## src/hdl/fetch_pkg.sv

```systemverilog
// Instruction fetch shared definitions

package fetch_pkg;

    // ----------------------------------------------------------------------
    // widths and sizes
    // ----------------------------------------------------------------------

    // address and instruction width
    localparam int unsigned XLEN = 32;

    // number of fetch queue entries, a power of two so pointers wrap freely
    localparam int unsigned QUEUE_DEPTH = 4;

    // read and write pointer width
    localparam int unsigned QUEUE_PTR_W = $clog2(QUEUE_DEPTH);

    // sequential step between uncompressed instructions
    localparam logic [XLEN-1:0] INSTR_ADVANCE = 32'd4;

    // ----------------------------------------------------------------------
    // major opcodes of interest to the predecoder
    // ----------------------------------------------------------------------

    // conditional branch, B-type immediate
    localparam logic [6:0] OPC_BRANCH = 7'b110_0011;

    // direct jump, J-type immediate
    localparam logic [6:0] OPC_JAL = 7'b110_1111;

    // indirect jump, target only known in the back end
    localparam logic [6:0] OPC_JALR = 7'b110_0111;

    // ----------------------------------------------------------------------
    // instruction classes
    // ----------------------------------------------------------------------

    // control-flow class of a fetched word
    typedef enum logic [1:0] {
        CLS_OTHER  = 2'd0,
        CLS_BRANCH = 2'd1,
        CLS_JAL    = 2'd2,
        CLS_JALR   = 2'd3
    } instr_class_e;

endpackage
```

## src/hdl/fetch_top.sv

```systemverilog
// Instruction fetch front end

`timescale 1ns/1ps

module fetch_top import fetch_pkg::*; (
    input  logic            clk_i,
    input  logic            rst_ni,
    input  logic [XLEN-1:0] boot_addr_i,
    // back-end redirects
    input  logic            ex_valid_i,
    input  logic [XLEN-1:0] trap_vector_base_i,
    input  logic            eret_i,
    input  logic [XLEN-1:0] epc_i,
    input  logic            resolve_valid_i,
    input  logic            resolve_mispredict_i,
    input  logic [XLEN-1:0] resolve_target_i,
    // instruction memory
    output logic            fetch_req_o,
    output logic [XLEN-1:0] fetch_addr_o,
    input  logic            fetch_valid_i,
    input  logic [XLEN-1:0] fetch_data_i,
    // to the back end
    output logic            fetch_valid_o,
    output logic [XLEN-1:0] fetch_pc_o,
    output logic [XLEN-1:0] fetch_instr_o,
    output logic            fetch_taken_o,
    input  logic            fetch_ready_i
);

    logic [XLEN-1:0] rsp_pc;
    logic            predict_taken;
    logic [XLEN-1:0] predict_target;
    logic            push;
    logic            flush;
    logic            room;

    // ----------------------------------------------------------------------
    // PC generation and memory request
    // ----------------------------------------------------------------------
    pc_gen u_pc_gen (
        .clk_i                (clk_i),
        .rst_ni               (rst_ni),
        .boot_addr_i          (boot_addr_i),
        .ex_valid_i           (ex_valid_i),
        .trap_vector_base_i   (trap_vector_base_i),
        .eret_i               (eret_i),
        .epc_i                (epc_i),
        .resolve_valid_i      (resolve_valid_i),
        .resolve_mispredict_i (resolve_mispredict_i),
        .resolve_target_i     (resolve_target_i),
        .room_i               (room),
        .fetch_valid_i        (fetch_valid_i),
        .predict_taken_i      (predict_taken),
        .predict_target_i     (predict_target),
        .fetch_req_o          (fetch_req_o),
        .fetch_addr_o         (fetch_addr_o),
        .rsp_pc_o             (rsp_pc),
        .push_o               (push),
        .flush_o              (flush)
    );

    // scan the returning word against its own PC
    branch_predecode u_branch_predecode (
        .pc_i             (rsp_pc),
        .instr_i          (fetch_data_i),
        .predict_taken_o  (predict_taken),
        .predict_target_o (predict_target)
    );

    // ----------------------------------------------------------------------
    // queue to the back end
    // ----------------------------------------------------------------------
    fetch_queue u_fetch_queue (
        .clk_i         (clk_i),
        .rst_ni        (rst_ni),
        .push_i        (push),
        .pc_i          (rsp_pc),
        .instr_i       (fetch_data_i),
        .taken_i       (predict_taken),
        .flush_i       (flush),
        .room_o        (room),
        .fetch_valid_o (fetch_valid_o),
        .fetch_pc_o    (fetch_pc_o),
        .fetch_instr_o (fetch_instr_o),
        .fetch_taken_o (fetch_taken_o),
        .fetch_ready_i (fetch_ready_i)
    );

endmodule

```

## src/hdl/fetch_queue.sv

```systemverilog
// Fetch queue towards the back end

`timescale 1ns/1ps

module fetch_queue import fetch_pkg::*; (
    input  logic            clk_i,
    input  logic            rst_ni,
    input  logic            push_i,
    input  logic [XLEN-1:0] pc_i,
    input  logic [XLEN-1:0] instr_i,
    input  logic            taken_i,
    input  logic            flush_i,
    output logic            room_o,
    output logic            fetch_valid_o,
    output logic [XLEN-1:0] fetch_pc_o,
    output logic [XLEN-1:0] fetch_instr_o,
    output logic            fetch_taken_o,
    input  logic            fetch_ready_i
);

    // storage
    logic [XLEN-1:0]        pc_mem    [QUEUE_DEPTH];
    logic [XLEN-1:0]        instr_mem [QUEUE_DEPTH];
    logic                   taken_mem [QUEUE_DEPTH];

    logic [QUEUE_PTR_W-1:0] wr_ptr_q;
    logic [QUEUE_PTR_W-1:0] rd_ptr_q;
    logic [QUEUE_PTR_W-1:0] rd_ptr_d;
    logic [QUEUE_PTR_W:0]   count_q;
    logic [QUEUE_PTR_W:0]   count_d;
    logic [QUEUE_PTR_W:0]   count_left;
    logic                   valid_q;
    logic                   pop;
    logic                   head_is_new;

    // ----------------------------------------------------------------------
    // pointer and occupancy
    // ----------------------------------------------------------------------

    // output valid mirrors a non-empty queue
    assign pop = valid_q & fetch_ready_i;

    assign rd_ptr_d   = rd_ptr_q + QUEUE_PTR_W'(pop);
    assign count_left = count_q - (QUEUE_PTR_W + 1)'(pop);
    assign count_d    = count_left + (QUEUE_PTR_W + 1)'(push_i);

    // queue ran dry, so the pushed word becomes the head directly
    assign head_is_new = push_i && (count_left == '0);

    // one slot for the response in flight, one for the next request
    assign room_o = (count_q <= (QUEUE_PTR_W + 1)'(QUEUE_DEPTH - 2));

    always_ff @(posedge clk_i or negedge rst_ni) begin
        if (!rst_ni) begin
            wr_ptr_q <= '0;
            rd_ptr_q <= '0;
            count_q  <= '0;
            valid_q  <= 1'b0;
        end else if (flush_i) begin
            // flush beats a push in the same cycle
            wr_ptr_q <= '0;
            rd_ptr_q <= '0;
            count_q  <= '0;
            valid_q  <= 1'b0;
        end else begin
            if (push_i) begin
                wr_ptr_q <= wr_ptr_q + QUEUE_PTR_W'(1);
            end
            rd_ptr_q <= rd_ptr_d;
            count_q  <= count_d;
            valid_q  <= (count_d != '0);
        end
    end

    // ----------------------------------------------------------------------
    // data path, registered head
    // ----------------------------------------------------------------------
    always_ff @(posedge clk_i) begin
        if (push_i) begin
            pc_mem[wr_ptr_q]    <= pc_i;
            instr_mem[wr_ptr_q] <= instr_i;
            taken_mem[wr_ptr_q] <= taken_i;
        end
        // unchanged while stalled since rd_ptr holds and wr_ptr points elsewhere
        if (head_is_new) begin
            fetch_pc_o    <= pc_i;
            fetch_instr_o <= instr_i;
            fetch_taken_o <= taken_i;
        end else begin
            fetch_pc_o    <= pc_mem[rd_ptr_d];
            fetch_instr_o <= instr_mem[rd_ptr_d];
            fetch_taken_o <= taken_mem[rd_ptr_d];
        end
    end

    assign fetch_valid_o = valid_q;

endmodule

```

## src/hdl/branch_predecode.sv

```systemverilog
// Static branch predecoder

`timescale 1ns/1ps

module branch_predecode import fetch_pkg::*; (
    input  logic [XLEN-1:0] pc_i,
    input  logic [XLEN-1:0] instr_i,
    output logic            predict_taken_o,
    output logic [XLEN-1:0] predict_target_o
);

    instr_class_e    instr_class;
    logic [XLEN-1:0] imm_j;
    logic [XLEN-1:0] imm_b;
    logic [XLEN-1:0] imm;

    // ----------------------------------------------------------------------
    // opcode classification
    // ----------------------------------------------------------------------
    always_comb begin
        unique case (instr_i[6:0])
            OPC_BRANCH: instr_class = CLS_BRANCH;
            OPC_JAL:    instr_class = CLS_JAL;
            OPC_JALR:   instr_class = CLS_JALR;
            default:    instr_class = CLS_OTHER;
        endcase
    end

    // ----------------------------------------------------------------------
    // immediates
    // ----------------------------------------------------------------------

    // J-type, imm[20|10:1|11|19:12], bit 0 always zero
    assign imm_j = {{12{instr_i[31]}}, instr_i[19:12], instr_i[20],
                    instr_i[30:21], 1'b0};

    // B-type, imm[12|10:5] and imm[4:1|11]
    assign imm_b = {{20{instr_i[31]}}, instr_i[7], instr_i[30:25],
                    instr_i[11:8], 1'b0};

    // ----------------------------------------------------------------------
    // prediction
    // ----------------------------------------------------------------------
    always_comb begin
        imm             = '0;
        predict_taken_o = 1'b0;
        unique case (instr_class)
            // direct jumps are always taken
            CLS_JAL: begin
                imm             = imm_j;
                predict_taken_o = 1'b1;
            end
            // backward taken, forward not taken
            CLS_BRANCH: begin
                imm             = imm_b;
                predict_taken_o = imm_b[XLEN-1];
            end
            // no target without a BTB, fall through
            CLS_JALR: begin
                predict_taken_o = 1'b0;
            end
            default: begin
                predict_taken_o = 1'b0;
            end
        endcase
    end

    // PC-relative target
    assign predict_target_o = pc_i + imm;

endmodule

```

## src/hdl/pc_gen.sv

```systemverilog
// Fetch PC generation

`timescale 1ns/1ps

module pc_gen import fetch_pkg::*; (
    input  logic            clk_i,
    input  logic            rst_ni,
    input  logic [XLEN-1:0] boot_addr_i,
    // redirects from the back end
    input  logic            ex_valid_i,
    input  logic [XLEN-1:0] trap_vector_base_i,
    input  logic            eret_i,
    input  logic [XLEN-1:0] epc_i,
    input  logic            resolve_valid_i,
    input  logic            resolve_mispredict_i,
    input  logic [XLEN-1:0] resolve_target_i,
    // queue and predecoder
    input  logic            room_i,
    input  logic            fetch_valid_i,
    input  logic            predict_taken_i,
    input  logic [XLEN-1:0] predict_target_i,
    // memory request and queue control
    output logic            fetch_req_o,
    output logic [XLEN-1:0] fetch_addr_o,
    output logic [XLEN-1:0] rsp_pc_o,
    output logic            push_o,
    output logic            flush_o
);

    // next PC and the one-shot boot load
    logic [XLEN-1:0] npc_d;
    logic [XLEN-1:0] npc_q;
    logic            npc_rst_load_q;

    // outstanding request, address and pending flag
    logic [XLEN-1:0] rsp_pc_q;
    logic            req_q;

    logic            mispredict;
    logic            redirect;
    logic            accept;
    logic [XLEN-1:0] base_pc;

    // ----------------------------------------------------------------------
    // redirect and response handling
    // ----------------------------------------------------------------------

    // a resolved branch only redirects when it was mispredicted
    assign mispredict = resolve_valid_i & resolve_mispredict_i;

    // any back-end redirect kills this cycle's request and response
    assign redirect = ex_valid_i | eret_i | mispredict;

    // response counts only if we actually asked for it last cycle
    assign accept = fetch_valid_i & req_q & ~redirect;

    assign push_o  = accept;
    assign flush_o = redirect;

    // ----------------------------------------------------------------------
    // fetch address
    // ----------------------------------------------------------------------

    // boot address wins in the first cycle out of reset
    assign base_pc = npc_rst_load_q ? boot_addr_i : npc_q;

    // a taken prediction steers this very request, no bubble
    assign fetch_addr_o = (accept && predict_taken_i) ? predict_target_i : base_pc;

    // request whenever the queue can take two more entries
    assign fetch_req_o = room_i & ~redirect;

    assign rsp_pc_o = rsp_pc_q;

    // ----------------------------------------------------------------------
    // next PC, fixed priority
    // ----------------------------------------------------------------------
    always_comb begin
        // hold the fetch address, keeps a prediction when no request goes out
        npc_d = fetch_addr_o;

        // sequential step after an issued request, word aligned
        if (fetch_req_o) begin
            npc_d = {fetch_addr_o[XLEN-1:2], 2'b00} + INSTR_ADVANCE;
        end

        // back-end redirects, highest priority first
        if (ex_valid_i) begin
            npc_d = trap_vector_base_i;
        end else if (eret_i) begin
            npc_d = epc_i;
        end else if (mispredict) begin
            npc_d = resolve_target_i;
        end
    end

    // control state
    always_ff @(posedge clk_i or negedge rst_ni) begin
        if (!rst_ni) begin
            npc_rst_load_q <= 1'b1;
            npc_q          <= '0;
            req_q          <= 1'b0;
        end else begin
            npc_rst_load_q <= 1'b0;
            npc_q          <= npc_d;
            req_q          <= fetch_req_o;
        end
    end

    // address of the request now in flight
    always_ff @(posedge clk_i) begin
        if (fetch_req_o) begin
            rsp_pc_q <= fetch_addr_o;
        end
    end

endmodule

```

## config.mk

```make
export PLATFORM = sky130hd
export DESIGN_NAME = fetch_top
export DESIGN_NICKNAME = d
export VERILOG_FILES = /design/src/hdl/fetch_pkg.sv /design/src/hdl/fetch_top.sv /design/src/hdl/fetch_queue.sv /design/src/hdl/branch_predecode.sv /design/src/hdl/pc_gen.sv
export SDC_FILE = /design/constraint.sdc
export NUM_CORES = 1
export LEC_CHECK = 0
export ABC_CLOCK_PERIOD_IN_PS = 3950
export BUFFER_PORTS_ARGS = -buffer_cell sky130_fd_sc_hd__buf_4
export CAP_MARGIN = 30
export CORE_ASPECT_RATIO = 1.5
export CORE_MARGIN = 2
export CORE_UTILIZATION = 50
export DETAILED_ROUTE_END_ITERATION = 8
export GPL_TIMING_DRIVEN = 1
export PLACE_DENSITY = 0.74
export REMOVE_ABC_BUFFERS = 1
export SLEW_MARGIN = 20
export SYNTH_ARGS = -nofsm -noshare
export SYNTH_HDL_FRONTEND = slang
export SYNTH_HIERARCHICAL = 1
export SYNTH_SLANG_ARGS = --single-unit
```

## constraint.sdc

```tcl
create_clock -name clk_i -period 3.95 [get_ports clk_i]
set_input_delay 0.1975 -clock clk_i [delete_from_list [all_inputs] [get_ports clk_i]]
set_output_delay 0.1975 -clock clk_i [all_outputs]
set_load 0.01 [all_outputs]
```

Word-level counts from Yosys, hierarchy flattened

Memory sizes are Yosys's and may differ from the RTL's.
Index checks and enable logic that the tools add are counted.
Widths: inputs -> output; s select.

Bits in registers: 139
RAM bits: 260
Logic and storage cells: 58
Memories: 3

Add/subtract/negate cells: 6
Magnitude comparators: 1
Eq/ne operators: 5
Mux-type cells: 19
Bitwise operators: 8
Reductions and logical operators: 5

Memory list:

| name                    | words | width | rd ports | clocked after Yosys merged registers in | wr ports | line              | RTL |
|---|---|---|---|---|---|---|---|
| u_fetch_queue.instr_mem | 4     | 32    | 1        | 0                                       | 1        | fetch_queue.sv:23 | `logic [XLEN-1:0] instr_mem [QUEUE_DEPTH];` |
| u_fetch_queue.pc_mem    | 4     | 32    | 1        | 0                                       | 1        | fetch_queue.sv:22 | `logic [XLEN-1:0] pc_mem [QUEUE_DEPTH];` |
| u_fetch_queue.taken_mem | 4     | 1     | 1        | 0                                       | 1        | fetch_queue.sv:24 | `logic taken_mem [QUEUE_DEPTH];` |

Operators by type and width:

| kind                  | number |
|---|---|
| $mux 32               | 8 |
| $pmux 32 s2           | 1 |
| $add 32x3->32 const B | 1 |
| $add 32x32->32        | 1 |
| $eq 7x7->1 const B    | 3 |
| $mux 2                | 3 |
| $pmux 2 s3            | 1 |
| $and 1x1->1           | 5 |
| $mux 1                | 4 |
| $add 3x1->3           | 1 |
| $le 3x2->1 const B    | 1 |
| $logic_not 3->1       | 1 |
| $mux 3                | 1 |
| $reduce_bool 3->1     | 1 |
| $sub 3x1->3           | 1 |
| $add 2x1->2           | 1 |
| $add 2x1->2 const B   | 1 |
| $eq 2x1->1 const B    | 1 |
| $eq 2x2->1 const B    | 1 |
| $logic_and 1x1->1     | 2 |
| $or 1x1->1            | 2 |
| $pmux 1 s2            | 1 |
| $reduce_bool 2->1     | 1 |
| $not 1->1             | 1 |

Depth between registers and ports, before layout

Depth in word-level cells: 11
Gate-level depth with buffers: 25
Mapped depth without buffers: 24

Cells and area by module

Netlist, hierarchy kept.

Modules (own cells, without submodules):

| module           | times used | cells an instance | area each (sq um) | sequential area each (sq um) |
|---|---|---|---|---|
| fetch_queue      | 1          | 890               | 13145.1           | 9308.9 |
| pc_gen           | 1          | 536               | 4789.6            | 1813.0 |
| branch_predecode | 1          | 271               | 1880.6            | 0.0 |

Worst setup path after synthesis

Ideal clock, no wire load.

Kind: input-to-reg
Start: input fetch_data_i[5]
End: register u_pc_gen.npc_q[30]
Setup time: 0.124 ns
Arrival time: 4.440 ns
Required time: 3.826 ns
Slack: -0.614 ns
Stages on the path: 23
Buffers on the path: 2
Cell sequence: nor2b_1 > nand4_1 > nor2_1 > ha_1 > and2_1 > clkbuf_1 > nor2_1 > nor2_1 > o21a_1 > ha_1 > buf_6 > a21o_1 > a21o_1 > a221o_1 > and2_4 > a311oi_2 > o21ai_2 > xor2_1 > and3_1 > mux2i_1 > nor4_2 > and4_1 > nor3_1

Cells in the longest elaborated chain, start to end: 11
Elaborated cells on any way between the ends: 16
Classes of those cells: add/sub: 2; eq/ne: 5; mux: 8; reduce/logical: 1

RTL lines:

| item                                            | line                   | RTL |
|---|---|---|
| start: declaration                              | fetch_top.sv:21        | `input logic [XLEN-1:0] fetch_data_i,` |
| $eq 7x7->1                                      | branch_predecode.sv:21 | `unique case (instr_i[6:0])` |
| $pmux 2 s3 *                                    | branch_predecode.sv:21 |  |
| $eq 2x1->1 / $eq 2x2->1 (equally long branches) | branch_predecode.sv:47 | `unique case (instr_class)` |
| $pmux 1 s2 *                                    | branch_predecode.sv:47 |  |
| net predict_taken                               | fetch_top.sv:31        | `logic predict_taken;` |
| $logic_and 1x1->1 *                             | pc_gen.sv:68           | `assign fetch_addr_o = (accept && predict_taken_i) ? predict_target_i : base_pc;` |
| $mux 32 *                                       | pc_gen.sv:68           |  |
| $add 32x3->32                                   | pc_gen.sv:84           | `npc_d = {fetch_addr_o[XLEN-1:2], 2'b00} + INSTR_ADVANCE;` |
| $mux 32 *                                       | pc_gen.sv:83           | `if (fetch_req_o) begin` |
| $mux 32 *                                       | pc_gen.sv:92           | `end else if (mispredict) begin` |
| $mux 32 *                                       | pc_gen.sv:90           | `end else if (eret_i) begin` |
| $mux 32 *                                       | pc_gen.sv:88           | `if (ex_valid_i) begin` |
| net u_pc_gen.npc_d[30]                          | pc_gen.sv:31           | `logic [XLEN-1:0] npc_d;` |
| end signal: assignment                          | pc_gen.sv:105          | `npc_q <= npc_d;` |
| end: declaration                                | pc_gen.sv:32           | `logic [XLEN-1:0] npc_q;` |

Mark *: on every way through the listed nets, which the timed path passes. The rest lies on a longest branch.
A chain may end at the register's enable or synchronous reset.

Worst setup path in the final report

Start: input fetch_data_i[4]
End: register u_pc_gen.npc_q[30]

Cells in the longest elaborated chain, start to end: 11
Elaborated cells on any way between the ends: 16
Classes of those cells: add/sub: 2; eq/ne: 5; mux: 8; reduce/logical: 1

RTL lines:

| item                                            | line                   | RTL |
|---|---|---|
| $eq 7x7->1                                      | branch_predecode.sv:21 |  |
| $pmux 2 s3 *                                    | branch_predecode.sv:21 |  |
| $eq 2x1->1 / $eq 2x2->1 (equally long branches) | branch_predecode.sv:47 |  |
| $pmux 32 s2 *                                   | branch_predecode.sv:47 |  |
| $add 32x32->32 *                                | branch_predecode.sv:69 | `assign predict_target_o = pc_i + imm;` |
| net predict_target[22]                          | fetch_top.sv:32        | `logic [XLEN-1:0] predict_target;` |
| $mux 32 *                                       | pc_gen.sv:68           |  |
| $add 32x3->32 *                                 | pc_gen.sv:84           |  |
| $mux 32 *                                       | pc_gen.sv:83           |  |
| $mux 32 *                                       | pc_gen.sv:92           |  |
| $mux 32 *                                       | pc_gen.sv:90           |  |
| $mux 32 *                                       | pc_gen.sv:88           |  |
| net u_pc_gen.npc_d[30]                          | pc_gen.sv:31           |  |

Marks and branches as above.

==> summary.md <==
| Metric | Value |
|---|---|
| Design area | `27000 um2` |
| Via density | `approximately 6` |
| Seq/Total Area, Yosys | `0.561` |
| Number of global-route vias before repair | `around 16000` |
| Pwr dens | `348 nW/um2` |
| DR WL/cell | `roughly 21 um` |
| Initial core utilization | `0.506` |
| Fin crit share | `1.02` |
| Critical Path Source Type | `input pin` |
| Final worst setup slack | `-0.0853 ns` |
| Fill cell count | `between 2000 and 3000` |
| Critical Path Sink Type | `flip-flop` |
| Synth warnings | `6` |
| Die height | `248 um` |
| Die Width | `roughly 170 um` |
| Congestion Overflow GR | `0` |
| Cts bufs inserted | `38` |
| Multi-input gate area | `roughly 8900 um2` |
| Post-synthesis cell type count | `between 80 and 90` |
| Failing checks | `setup timing` |
| Clock Latency Late Sink | `around 0.55 ns` |
| Post-route DRC | `0` |
| IO Pins | `267` |
| GPL Wtd Cong | `between 0.9 and 1` |
| Register area | `about 11000 um2` |
| CTS Sinks | `between 300 and 400` |
| Final layout net count | `roughly 2400` |
| Critical path arrival | `4.45 ns` |
| First-pass GRT wire length | `~89 mm` |
| Total number of vias | `between 15000 and 20000` |
| Port bufs | `roughly 270` |
| Max Slew Vio Count | `0` |
| Leakage | `between 10 and 15 nW` |
| Register bit total from synthesis | `399` |
| Root buffer cell | `clkbuf_16` |
| Final WL | `59.0 mm` |
| Antenna viol nets, final | `0` |
| # rows | `between 80 and 90` |
| Final setup fails | `5` |
| Dpl ws | `-1.07 ns` |
| Worst Hold Class | `in2reg` |
| CTS tree | `done` |
| DR pass1 iterations | `5` |
| Longest Clk Path Bufs | `3` |
| DP Wirelength | `between 30 and 40 mm` |
| Crit Path Class | `in2reg` |
| Slew HR | `0.334` |
| Final Hold Vio Count | `0` |
| Data required, critical path | `between 4 and 5 ns` |
| Crit path time final | `roughly 4.0 ns` |
| CP peak stage delay | `around 0.36 ns` |
| Peak supply drop | `~0.00032 V` |
| Syn avg cell area | `roughly 12 um2` |
| Initial DRC count | `~1300` |
| Core area | `~39000 um2` |
| Post-synth EDFFs | `a little under 300` |
| Critical-path top delay cell | `nor4_4` |
| Tot GR Track Use | `0.272` |
| Max Clk Rate | `0.248 GHz` |
| Crit. Startpoint | `fetch_data_i[4]` |
| Cell Area, Synth | `~20000 um2` |
| RSZ-0062 raised after global routing | `yes` |
| Worst Tran Pin Value | `between 0.9 and 1 ns` |
| Largest net degree at the start of global routing | `131` |
| Antenna violations before repair | `0` |
| Synth async-reset ratio | `0.105` |
| Ant. Diodes | `0` |
| Post-synthesis cell count | `around 1700` |
| Worst reg2reg startpoint | `u_pc_gen/rsp_pc_o[1]` |
| Reg clk slew, reported paths | `roughly 0.07 ns` |
| Number of max-cap violations | `0` |
| Fin util | `0.690` |
| Area Growth Syn to Fin | `36.5%` |
| Dominant synthesized flop cell | `edfxtp_1` |
| DP Area | `approximately 24000 um2` |
| HP Start | `epc_i[31]` |
| Die area | `between 40000 and 50000 um2` |
| H-Tree Depth | `2` |
| Worst-path maximum fanout | `5` |
| Hold WS | `approximately 0.037 ns` |
| Share of layout cells above drive strength 1 | `0.369` |
| Setup Skew | `roughly 0.021 ns` |
| Outcome | `finished, violations left` |
## critical path: cells and delay by family
family          cells  cell delay (ns)
simple gates        9             1.31
fa+ha+maj           2             0.50
compound gates      7             1.31
buf+inv             7             0.96
xor+xnor            1             0.15
## logic make-up after synthesis
group / synth area share
other: 0.000189
AND/OR/NAND/NOR: 0.106
buffers and inverters: 0.0386
XOR/XNOR: 0.0216
multiplexers: 0.0900
adder cells (fa/ha/maj): 0.0263
AO/OA/AOI/OAI: 0.156
flip-flops: 0.561
## stage by stage
stage	TNS, ns	std cells	power [W]
after CTS	-0.166	2740	0.00940
after detailed placement	-35.15	2581	0.00555
after floorplan	-225.82	1586	0.00502
final	-0.339	2758	0.00941
after global routing	-3.93	2758	0.00968
after global placement	-29.43	2581	0.00553
## sequential cells by signal, indices dropped and copies added (netlist names)
register                     flops
u_fetch_queue/taken_mem          4
u_pc_gen/npc_q                  32
u_fetch_queue/wr_ptr_q           2
u_fetch_queue/fetch_valid_o      1
u_pc_gen/rsp_pc_o               32
u_fetch_queue/fetch_instr_o     32
u_fetch_queue/count_q            3
u_fetch_queue/pc_mem           128
u_fetch_queue/rd_ptr_q           2
u_pc_gen/req_q                   1
u_fetch_queue/instr_mem        128
u_pc_gen/npc_rst_load_q          1
u_fetch_queue/fetch_taken_o      1
u_fetch_queue/fetch_pc_o        32
## where the power goes
group	switching, W	internal [W]	total [W]
Clock	0.00159	0.00219	0.00379
Combinational	0.000475	0.000510	0.000984
Sequential	0.0000701	0.00457	0.00464
Total	0.00214	0.00727	0.00941
## synth_stat cells, types with 6 or more instances
library cell	count	area (um2)
edfxtp_1	292	8770
nor2_1	197	739
a21oi_1	142	711
mux2i_1	96	961
nand2_1	82	308
a31oi_1	74	463
mux2_2	73	822
dfxtp_1	65	1300
a22oi_1	64	480
o21ai_0	45	225
buf_2	43	215
dfrtp_1	41	1030
ha_1	40	500
clkbuf_1	32	120
nand3_1	32	160
xnor2_1	32	280
inv_1	31	116
buf_4	21	158
and2_1	19	119
nand4_1	18	113
xor2_1	15	131
o21a_1	14	105
nor2b_1	13	81.3
buf_6	12	135
nor3_1	12	60.1
a21o_1	11	82.6
and3_1	11	68.8
nand3b_1	11	82.6
a22oi_2	10	125
a211o_1	9	78.8
nor4_1	8	50.1
o211ai_1	8	60.1
and4_1	7	61.3
a311oi_1	6	52.6
o21bai_1	6	45.0
o221ai_1	6	52.6
## timing repair
action / in CTS / in global routing
hold buffers: 79 / 0
pin swaps: 39 / 74
cloned: 0 / 1
endpoints found under the setup margin: 48 / 45
gates resized for setup: 96 / 118
endpoints found under the hold margin: 210 / 0
buffers inserted: 14 / 18
## placed cells by master, fill, tap and decap left out, drive strengths merged, types with 6 or more instances in the layout
| cell type | instances |
|---|---|
| xnor2 | 33 |
| nand2 | 84 |
| a211o | 9 |
| nor2 | 198 |
| nor3 | 16 |
| o21ai | 51 |
| nor4 | 10 |
| dfrtp | 41 |
| clkbuf | 56 |
| a31oi | 76 |
| dfxtp | 65 |
| o21bai | 6 |
| o211ai | 9 |
| a311oi | 9 |
| mux2i | 96 |
| buf | 522 |
| o21a | 14 |
| nand3 | 33 |
| mux2 | 73 |
| a21oi | 142 |
| and3 | 11 |
| ha | 40 |
| clkinv | 8 |
| a22oi | 74 |
| and4 | 7 |
| xor2 | 15 |
| nand4 | 18 |
| o221ai | 6 |
| nand3b | 11 |
| nor2b | 13 |
| a21o | 11 |
| dlygate4sd3 | 79 |
| edfxtp | 292 |
| inv | 35 |
| and2 | 20 |
## final cells by class
type,count,share of cell area
clock inverter,14,0.00657
multi-input combinational,1155,0.330
tap,500,0.0231
sequential,399,0.411
inverter,33,0.00467
clock buffer,56,0.0415
timing repair buffer,601,0.183
## metal layers
| layer | GRT usage | part of all wire | up-vias | wire [um] |
|---|---|---|---|---|
| li1 | - | - | 7463 | - |
| met2 | 0.501 | 0.53 | 645 | 31100 |
| met5 | 0 | 0 | - | 0 |
| met1 | 0.321 | 0.38 | 7986 | 22500 |
| met4 | 0.111 | 0.037 | 0 | 2200 |
| met3 | 0.0359 | 0.055 | 122 | 3250 |
## worst paths after layout
check | end | slack, ns | cells past startpoint
max in group asynchronous | u_fetch_queue/rd_ptr_q[1] | 3.28 | 2
hold reg to reg | u_fetch_queue/pc_mem[2][0] | 0.57 | 0
setup reg to reg | u_pc_gen/npc_q[30] | 0.25 | 18
hold / removal | u_pc_gen/npc_q[31] | 0.04 | 5
setup / recovery | u_pc_gen/npc_q[30] | -0.09 | 26
min in group asynchronous | u_pc_gen/npc_q[23] | 0.19 | 2
No activity file was read; power rests on OpenSTA's default activity.
